<file path="src/hdl/xc_pkg.sv">
// frame word layout is fixed at 24 bits, so the header and a count share one word
// header bytes go out sync first because sync sits in the low byte
package xc_pkg;

	// width of every live counter, snapshot count and frame word
	localparam int COUNT_BITS = 24;

	// a frame word leaves the UART as this many bytes, least significant first
	localparam int WORD_BYTES = COUNT_BITS / 8;

	// marker in the first byte of every frame
	localparam logic [7:0] SYNC_BYTE = 8'hA5;

	// unsigned count that simply wraps
	typedef logic [COUNT_BITS-1:0] count_t;

	// header word, declared msb first so that sync lands in bits 7:0
	typedef struct packed {
		logic [7:0] lines; // number of input lines in this build
		logic [7:0] seq;   // frame sequence number, 0 after reset
		logic [7:0] sync;  // always SYNC_BYTE
	} header_t;

	// word 0 of a frame reads as a header and every later word as a count
	typedef union packed {
		count_t  count;
		header_t hdr;
	} frame_word_u;

	// number of distinct line pairs, one cross counter each
	function automatic int num_pairs(input int n);
		int pairs;
		pairs = n * (n - 1) / 2;
		return pairs;
	endfunction

endpackage
</file>
<file path="src/hdl/xc_top.sv">
// plain ports, no pin mapping; line_in is sampled every CLK_DIV cycles (CLK_DIV >= 4)
// a frame is one header word plus all counts, three bytes per word over the UART
`timescale 1ns/1ps

module xc_top #(
	parameter int NUM_LINES = 4,
	parameter int CLK_DIV   = 8,
	parameter int BAUD_DIV  = 4
) (
	input  logic                 sysclk,
	input  logic                 arst_n,
	input  logic [NUM_LINES-1:0] line_in,
	input  logic                 strobe,
	output logic                 sample_tick, // one pulse per sampling instant
	output logic                 busy,        // frame on the way out
	output logic                 tx
);

	localparam int NUM_WORDS = 1 + NUM_LINES + xc_pkg::num_pairs(NUM_LINES);

	logic [NUM_LINES-1:0]                    sample;
	logic                                    frame_start;
	logic [NUM_WORDS*xc_pkg::COUNT_BITS-1:0] snap_words;
	logic                                    tx_start;
	logic [7:0]                              tx_byte;
	logic                                    tx_busy;

	// sample_tick doubles as the sample valid pulse into the correlator
	line_sampler #(
		.NUM_LINES (NUM_LINES),
		.CLK_DIV   (CLK_DIV)
	) i_line_sampler (
		.sysclk       (sysclk),
		.arst_n       (arst_n),
		.line_in      (line_in),
		.sample_valid (sample_tick),
		.sample       (sample)
	);

	correlator #(
		.NUM_LINES (NUM_LINES)
	) i_correlator (
		.sysclk       (sysclk),
		.arst_n       (arst_n),
		.sample_valid (sample_tick),
		.sample       (sample),
		.strobe       (strobe),
		.busy         (busy),
		.frame_start  (frame_start),
		.snap_words   (snap_words)
	);

	frame_packer #(
		.NUM_LINES (NUM_LINES)
	) i_frame_packer (
		.sysclk      (sysclk),
		.arst_n      (arst_n),
		.frame_start (frame_start),
		.snap_words  (snap_words),
		.tx_busy     (tx_busy),
		.tx_start    (tx_start),
		.tx_byte     (tx_byte),
		.busy        (busy)
	);

	uart_tx #(
		.BAUD_DIV (BAUD_DIV)
	) i_uart_tx (
		.sysclk   (sysclk),
		.arst_n   (arst_n),
		.tx_start (tx_start),
		.tx_byte  (tx_byte),
		.tx_busy  (tx_busy),
		.tx       (tx)
	);

endmodule

</file>
<file path="src/hdl/uart_tx.sv">
// 8N1 only, one bit lasts BAUD_DIV sysclk cycles
// tx_start is ignored while tx_busy is high
`timescale 1ns/1ps

module uart_tx #(
	parameter int BAUD_DIV = 4
) (
	input  logic       sysclk,
	input  logic       arst_n,
	input  logic       tx_start,
	input  logic [7:0] tx_byte,
	output logic       tx_busy,
	output logic       tx
);

	localparam int BAUD_BITS = (BAUD_DIV > 1) ? $clog2(BAUD_DIV) : 1;
	localparam logic [BAUD_BITS-1:0] BAUD_LOAD = BAUD_BITS'(BAUD_DIV - 1);

	logic [9:0]           shreg;    // stop, data msb..lsb, start
	logic [BAUD_BITS-1:0] baud_cnt; // cycles left in the current bit
	logic [3:0]           bit_cnt;  // bits still to shift out after this one

	// ones shift in from the top, so the line rests high between bytes
	assign tx = shreg[0];

	always_ff @(posedge sysclk or negedge arst_n) begin
		if (!arst_n) begin
			shreg    <= '1;
			baud_cnt <= '0;
			bit_cnt  <= '0;
			tx_busy  <= 1'b0;
		end else if (!tx_busy) begin
			if (tx_start) begin
				shreg    <= {1'b1, tx_byte, 1'b0};
				baud_cnt <= BAUD_LOAD;
				bit_cnt  <= 4'd9;
				tx_busy  <= 1'b1;
			end
		end else if (baud_cnt != '0) begin
			baud_cnt <= baud_cnt - 1'b1;
		end else if (bit_cnt != '0) begin
			shreg    <= {1'b1, shreg[9:1]}; // next bit onto the line
			bit_cnt  <= bit_cnt - 4'd1;
			baud_cnt <= BAUD_LOAD;
		end else begin
			tx_busy <= 1'b0; // stop bit has run its full length
		end
	end

endmodule

</file>
<file path="src/hdl/frame_packer.sv">
// snap_words must stay stable while busy is high, which the correlator guarantees
// busy falls only after the stop bit of the last byte has ended
`timescale 1ns/1ps

module frame_packer #(
	parameter  int NUM_LINES = 4,
	localparam int NUM_WORDS = 1 + NUM_LINES + xc_pkg::num_pairs(NUM_LINES)
) (
	input  logic                                    sysclk,
	input  logic                                    arst_n,
	input  logic                                    frame_start,
	input  logic [NUM_WORDS*xc_pkg::COUNT_BITS-1:0] snap_words,
	input  logic                                    tx_busy,
	output logic                                    tx_start,
	output logic [7:0]                              tx_byte,
	output logic                                    busy
);

	localparam int WORD_BITS = (NUM_WORDS > 1) ? $clog2(NUM_WORDS) : 1;
	localparam int BYTE_BITS = $clog2(xc_pkg::WORD_BYTES);
	localparam logic [WORD_BITS-1:0] LAST_WORD = WORD_BITS'(NUM_WORDS - 1);
	localparam logic [BYTE_BITS-1:0] LAST_BYTE = BYTE_BITS'(xc_pkg::WORD_BYTES - 1);

	logic [WORD_BITS-1:0] word_idx;  // word being sent, 0 is the header
	logic [BYTE_BITS-1:0] byte_idx;  // byte within that word, lsb first
	logic                 last_sent; // final byte handed over, waiting for its stop bit
	logic                 can_issue;
	xc_pkg::frame_word_u  cur_word;
	logic [7:0]           cur_byte;

	assign cur_word = snap_words[word_idx * xc_pkg::COUNT_BITS +: xc_pkg::COUNT_BITS];

	// tx_start is checked too, the UART raises tx_busy one cycle after the pulse
	assign can_issue = busy && !last_sent && !tx_busy && !tx_start;

	// the header goes out by byte lane like a count since sync sits in the low lane
	assign cur_byte = cur_word.count[byte_idx * 8 +: 8];

	always_ff @(posedge sysclk or negedge arst_n) begin
		if (!arst_n) begin
			busy      <= 1'b0;
			word_idx  <= '0;
			byte_idx  <= '0;
			last_sent <= 1'b0;
			tx_start  <= 1'b0;
		end else begin
			tx_start <= can_issue;
			if (frame_start) begin
				busy      <= 1'b1;
				word_idx  <= '0;
				byte_idx  <= '0;
				last_sent <= 1'b0;
			end else if (can_issue) begin
				if (byte_idx == LAST_BYTE) begin
					byte_idx <= '0;
					if (word_idx == LAST_WORD) begin
						last_sent <= 1'b1;
					end else begin
						word_idx <= word_idx + 1'b1;
					end
				end else begin
					byte_idx <= byte_idx + 1'b1;
				end
			end else if (last_sent && !tx_busy && !tx_start) begin
				busy      <= 1'b0; // line is idle again, frame done
				last_sent <= 1'b0;
			end
		end
	end

	always_ff @(posedge sysclk) begin
		if (can_issue) begin
			tx_byte <= cur_byte;
		end
	end

	// the UART drops a start pulse while it is busy, so one would lose a byte
	a_start_uart_idle: assert property (
		@(posedge sysclk) disable iff (!arst_n)
		tx_start |-> !tx_busy
	);

endmodule

</file>
<file path="src/hdl/correlator.sv">
// lag zero only, counters wrap modulo 2^COUNT_BITS and NUM_LINES must be at least 2
// a strobe is dropped while busy is high or while frame_start is still out
`timescale 1ns/1ps

module correlator #(
	parameter  int NUM_LINES = 4,
	localparam int NUM_WORDS = 1 + NUM_LINES + xc_pkg::num_pairs(NUM_LINES)
) (
	input  logic                                    sysclk,
	input  logic                                    arst_n,
	input  logic                                    sample_valid,
	input  logic [NUM_LINES-1:0]                    sample,
	input  logic                                    strobe,
	input  logic                                    busy,
	output logic                                    frame_start,
	output logic [NUM_WORDS*xc_pkg::COUNT_BITS-1:0] snap_words
);

	localparam int NUM_PAIRS = xc_pkg::num_pairs(NUM_LINES);
	localparam int CB        = xc_pkg::COUNT_BITS;

	xc_pkg::count_t  auto_cnt   [NUM_LINES]; // live counts, one per line
	xc_pkg::count_t  auto_next  [NUM_LINES]; // live count plus this cycle's sample
	xc_pkg::count_t  cross_cnt  [NUM_PAIRS]; // live counts, one per pair
	xc_pkg::count_t  cross_next [NUM_PAIRS];
	logic [7:0]      seq_num;                // number of the next frame
	logic            accept;                 // strobe taken this cycle
	xc_pkg::header_t hdr;

	// frame_start is checked too, busy only rises one cycle after it
	assign accept = strobe && !busy && !frame_start;

	assign hdr.sync  = xc_pkg::SYNC_BYTE;
	assign hdr.seq   = seq_num;
	assign hdr.lines = 8'(NUM_LINES);

	// every line adds one when it is high in a valid sample
	for (genvar i = 0; i < NUM_LINES; i++) begin : g_auto
		assign auto_next[i] = auto_cnt[i] + xc_pkg::count_t'(sample_valid & sample[i]);
	end

	// pairs are numbered (0,1), (0,2) .. (1,2) .. which matches the frame order
	for (genvar i = 0; i < NUM_LINES; i++) begin : g_row
		for (genvar j = i + 1; j < NUM_LINES; j++) begin : g_col
			localparam int P = i * (2 * NUM_LINES - i - 1) / 2 + (j - i - 1);
			assign cross_next[P] = cross_cnt[P]
				+ xc_pkg::count_t'(sample_valid & sample[i] & sample[j]);
		end
	end

	always_ff @(posedge sysclk or negedge arst_n) begin
		if (!arst_n) begin
			for (int i = 0; i < NUM_LINES; i++) begin
				auto_cnt[i] <= '0;
			end
			for (int p = 0; p < NUM_PAIRS; p++) begin
				cross_cnt[p] <= '0;
			end
			seq_num     <= '0;
			frame_start <= 1'b0;
		end else begin
			frame_start <= accept; // packer starts one cycle after the snapshot
			if (accept) begin
				seq_num <= seq_num + 8'd1; // wraps after 255 frames
			end
			// an accepted strobe restarts counting from zero
			for (int i = 0; i < NUM_LINES; i++) begin
				auto_cnt[i] <= accept ? '0 : auto_next[i];
			end
			for (int p = 0; p < NUM_PAIRS; p++) begin
				cross_cnt[p] <= accept ? '0 : cross_next[p];
			end
		end
	end

	// the snapshot holds the counts including a sample that lands with the strobe
	always_ff @(posedge sysclk) begin
		if (accept) begin
			snap_words[0 +: CB] <= hdr; // header word goes first
			for (int i = 0; i < NUM_LINES; i++) begin
				snap_words[(1 + i) * CB +: CB] <= auto_next[i];
			end
			for (int p = 0; p < NUM_PAIRS; p++) begin
				snap_words[(1 + NUM_LINES + p) * CB +: CB] <= cross_next[p];
			end
		end
	end

	// a new frame while the packer still sends the last one would tear the snapshot
	a_start_idle: assert property (
		@(posedge sysclk) disable iff (!arst_n)
		frame_start |-> !busy
	);

endmodule

</file>
<file path="src/hdl/line_sampler.sv">
// line_in is asynchronous and goes through two flops, so CLK_DIV must be at least 4
// first sample_valid comes CLK_DIV cycles after reset release, then one every CLK_DIV
`timescale 1ns/1ps

module line_sampler #(
	parameter int NUM_LINES = 4,
	parameter int CLK_DIV   = 8
) (
	input  logic                 sysclk,
	input  logic                 arst_n,
	input  logic [NUM_LINES-1:0] line_in,
	output logic                 sample_valid,
	output logic [NUM_LINES-1:0] sample
);

	localparam int DIV_BITS = (CLK_DIV > 1) ? $clog2(CLK_DIV) : 1;
	localparam logic [DIV_BITS-1:0] DIV_LOAD = DIV_BITS'(CLK_DIV - 1);

	logic [NUM_LINES-1:0] sync1;   // first stage, may go metastable
	logic [NUM_LINES-1:0] sync2;   // settled copy of line_in
	logic [DIV_BITS-1:0]  div_cnt; // counts down the sample period
	logic                 smp_now; // last cycle of the period

	assign smp_now = (div_cnt == '0);

	always_ff @(posedge sysclk or negedge arst_n) begin
		if (!arst_n) begin
			sync1        <= '0;
			sync2        <= '0;
			div_cnt      <= DIV_LOAD; // so the first tick lands CLK_DIV cycles out
			sample_valid <= 1'b0;
		end else begin
			sync1        <= line_in;
			sync2        <= sync1;
			sample_valid <= smp_now; // tick rides along with the sample register
			if (smp_now) begin
				div_cnt <= DIV_LOAD;
			end else begin
				div_cnt <= div_cnt - 1'b1;
			end
		end
	end

	// the sampled vector only changes with a tick and is read only with one
	always_ff @(posedge sysclk) begin
		if (smp_now) begin
			sample <= sync2;
		end
	end

	// the correlator treats each pulse as exactly one sample, back to back pulses
	// would mean the divider collapsed to a single cycle
	a_tick_single: assert property (
		@(posedge sysclk) disable iff (!arst_n)
		sample_valid |=> !sample_valid
	);

endmodule

</file>
<file path="config.mk">
export PLATFORM = sky130hd
export DESIGN_NAME = xc_top
export DESIGN_NICKNAME = d
export VERILOG_FILES = /design/src/hdl/xc_pkg.sv /design/src/hdl/xc_top.sv /design/src/hdl/uart_tx.sv /design/src/hdl/frame_packer.sv /design/src/hdl/correlator.sv /design/src/hdl/line_sampler.sv
export SDC_FILE = /design/constraint.sdc
export NUM_CORES = 1
export LEC_CHECK = 0
export BUFFER_PORTS_ARGS = -buffer_cell sky130_fd_sc_hd__buf_4
export CORE_MARGIN = 2
export CORE_UTILIZATION = 50
export DETAILED_ROUTE_END_ITERATION = 8
export HOLD_SLACK_MARGIN = 0.05
export PLACE_DENSITY = 0.75
export SLEW_MARGIN = 15
export SYNTH_ARGS = -nofsm -noshare
export SYNTH_HDL_FRONTEND = slang
export SYNTH_SLANG_ARGS = --single-unit
</file>
<file path="constraint.sdc">
create_clock -name sysclk -period 11.89 [get_ports sysclk]
set_input_delay 0.5945 -clock sysclk [delete_from_list [all_inputs] [get_ports sysclk]]
set_output_delay 0.5945 -clock sysclk [all_outputs]
set_load 0.05 [all_outputs]
</file>
==> key figures <==
Critical path
  • CP endpoint kind: flop
  • Crit path kind: flop to flop
  • Reg2reg end: i_correlator.auto_cnt[23]
  • CP max stage cell: buf_4
  • RR Startpoint: i_correlator.frame_start
  • CP cell instances: nor2_4 -> and2_4 -> buf_4 -> buf_12 -> nor2b_1 -> mux2_2
  • Worst EP required: 12.38 ns
  • Delay of the slowest critical-path stage: 0.89 ns
  • Worst reg2reg path depth: 6
  • Setup crit start kind: flop
  • Register-to-register setup slack: 8.29 ns
  • Crit path max fanout: 170
  • Crit. Startpoint: i_correlator.frame_start
  • Worst path arrival time: 4.09 ns

Route
  • Post-Route WL: 54,800 µm
  • First-pass DRT Iterations: 7
  • Vias/cell: 5.97
  • DRC Markers: 0
  • Initial DRC count: 1,462
  • Drt wl/cell: 21.5 µm
  • DR vias: 15,200
  • Antenna viol nets, final: 0

Floorplanning
  • Top Ports: 10
  • Core Region: 47,900 µm²
  • Initial Utilization: 0.509
  • Die Wd: 225 µm
  • Die area: 50,600 µm²
  • Core Rows: 80
  • Die Span Y: 225 µm

Synth
  • Unique cell type count in the Yosys netlist: 54
  • Synthesized Nets: 1,940
  • Top cells by area, synth: edfxtp_1, dfrtp_1, a21boi_0, xnor2_1, mux2i_1
  • Sequential cell area fraction in the yosys report: 0.614
  • Post-synthesis area per instance: 12.8 µm²
  • Post-synthesis compound-gate area fraction: 0.100
  • Synth Cell Area: 24,400 µm²
  • Post-synthesis mux area share: 0.0446
  • Post-Synthesis Cells: 1,901
  • Synth warn: 0
  • Main combinational cell family by area after synthesis: simple AND/OR/NAND/NOR gates
  • Synth Area in Adders: 0.0164
  • Synth Area in Simple Gates: 0.123
  • Commonest cells in the netlist: dfrtp_1, edfxtp_1, a21boi_0
  • Yosys reg bits: 546
  • Most common cell in the netlist: dfrtp_1
  • Share of the synthesized area in the top cell type: 0.320
  • Async S/R FF share, synth: 0.524
  • Post-synth EDFFs: 260
  • Area leader, netlist: edfxtp_1
  • Xor-xnor portion of the synthesized cell area: 0.0828
  • Most used DFF post-synth: dfrtp_1

Timing
  • Final WS setup: 8.29 ns
  • Rel. slew slack: 0.232
  • Final Skew: 0.0159 ns
  • Final hold violations: 0
  • Fin crit period: 3.60 ns
  • Period Utilization, post-route: 0.303
  • Max Slew Vio Count: 0
  • Worst-Margin Slew: 1.15 ns
  • RSZ-0062 raised after global routing: false
  • Final setup fails: 0
  • Setup TNS: 0 ns
  • Max Fclk: 278 MHz

CTS
  • Skew-Pair Late Insertion Delay: 0.60 ns
  • Clk sink count: 546
  • Inserted Clock Buffers: 55
  • Root Driver: clkbuf_16
  • Clock transition at path regs: 0.06 ns
  • CTS tree: done
  • H-tree Lvls: 2
  • Max Root-Sink Buffers: 3

GRT
  • Grt total ovfl: 0
  • Number of global-route vias before repair: 15,200
  • GR Util All Layers: 0.221
  • Initial antenna violation count: 1
  • First-pass GRT wire length: 86,800 µm
  • Pin count of the biggest net entering global routing: 171

Min path
  • Worst Hold Depth: 1
  • Hold Path End: i_line_sampler.sync1[3]
  • Hold path startpoint: line_in[3]
  • Worst hold path type: input pin to flop

Finish
  • Final core occ: 0.560
  • Area grow syn2layout: 10.1%
  • Fin cells: 2,549
  • ANT cells: 0
  • Layout cells sized above 1: 0.0869
  • Fin nets: 1,927

Power and ir drop
  • Max VDD drop: 0.114 mV
  • Total power: 4.60 mW
  • Pwr Density: 171 nW/µm²
  • Lkg Pwr: 10.7 nW

Placement
  • Routability cong.: 0.905
  • Worst slack, placed: 8.05 ns
  • Post-DP HPWL: 35,600 µm
  • Number of port buffers: 9
  • Dpl cells: 2,445

Status
  • Outcome: completed

Flow run
  • Maxcap violations: 0
cell families after synthesis:
family	after synthesis
mux	107
compound gates	339
fa+ha+maj	32
buf+inv	116
flops	546
simple gates	531
xor+xnor	230
where the power goes:
group          switching [mW]  internal [mW]
logic                   0.409          0.227
clock network           0.725           1.05
registers              0.0940           2.09
critical path: cells and delay by family, from the launching register on:
family	cells	cell delay (ns)
buf+inv	2	1.53
flops	1	0.50
mux	1	0.29
simple gates	3	0.93
layout by cell type (no fill, tap or decap), types with 13 or more instances in the layout:
cell / count
dfrtp_1: 272
edfxtp_1: 260
a21boi_0: 193
xnor2_1: 160
nand2_1: 102
nand3_1: 102
mux2i_1: 93
nor2_1: 70
xor2_1: 69
nand4_1: 57
clkbuf_16: 56
nor2b_1: 48
and3_1: 44
a21oi_1: 39
ha_1: 32
nor3_1: 27
inv_1: 22
and4_1: 20
buf_4: 20
o21ai_0: 19
a221oi_1: 16
mux2_2: 14
a2111oi_0: 14
clkbuf_1: 14
o211ai_1: 13
state kept, by name (all words and copies together), names as in the netlist, 2 cells and up:
| register | count |
|---|---|
| i_line_sampler.sync2 | 4 |
| i_frame_packer.word_idx | 4 |
| i_correlator.snap_words | 248 |
| i_frame_packer.tx_byte | 8 |
| i_uart_tx.bit_cnt | 4 |
| i_uart_tx.shreg | 9 |
| i_uart_tx.baud_cnt | 2 |
| i_line_sampler.sync1 | 4 |
| i_correlator.auto_cnt | 96 |
| i_frame_packer.byte_idx | 2 |
| i_correlator.seq_num | 8 |
| i_line_sampler.sample | 4 |
| i_line_sampler.div_cnt | 3 |
| i_correlator.cross_cnt | 144 |
metal layers:
layer | global-route usage | vias to the layer above | wire length (µm)
met3 | 0.0374 | 109 | 3400
met4 | 0.0855 | 2 | 2020
li1 | - | 6919 | -
met1 | 0.306 | 7719 | 23400
met2 | 0.351 | 458 | 26000
met5 | 0 | - | 9
final cells by class:
type	instances	area, µm²
clock buffers	82	1620
fillers	3785	21100
well taps	615	769
multi-input cells	1239	8960
inverters	23	86.3
repair buffers	23	195
clock inverters	21	244
flip-flops and latches	546	15000
worst max path at each step:
stage / end / slack (ns) / cells after the start
finish: i_correlator.auto_cnt[23] / 8.29 / 6
global route: i_correlator.auto_cnt[23] / 8.02 / 6
CTS: i_correlator.auto_cnt[23] / 8.27 / 6
detailed placement: i_correlator.auto_cnt[23] / 8.05 / 6
global placement: i_correlator.auto_cnt[23] / 8.16 / 6
floorplan: i_correlator.snap_words[100] / 7.16 / 4
per-stage QoR:
stage | cell area [µm²] | hold slack (ns)
after floorplan | 24400 | 0.299
after global placement | 25000 | 0.334
after detailed placement | 25000 | 0.335
after CTS | 26900 | 0.0627
after global routing | 26900 | 0.0758
final | 26900 | 0.0970
timing repair:
item / in CTS / in global routing
buffers inserted: 0 / 0
gates resized for setup: 0 / 0
hold endpoints to repair: 66 / 0
hold buffers: 1 / 0
Note: power is estimated with default switching activity, not from simulation.
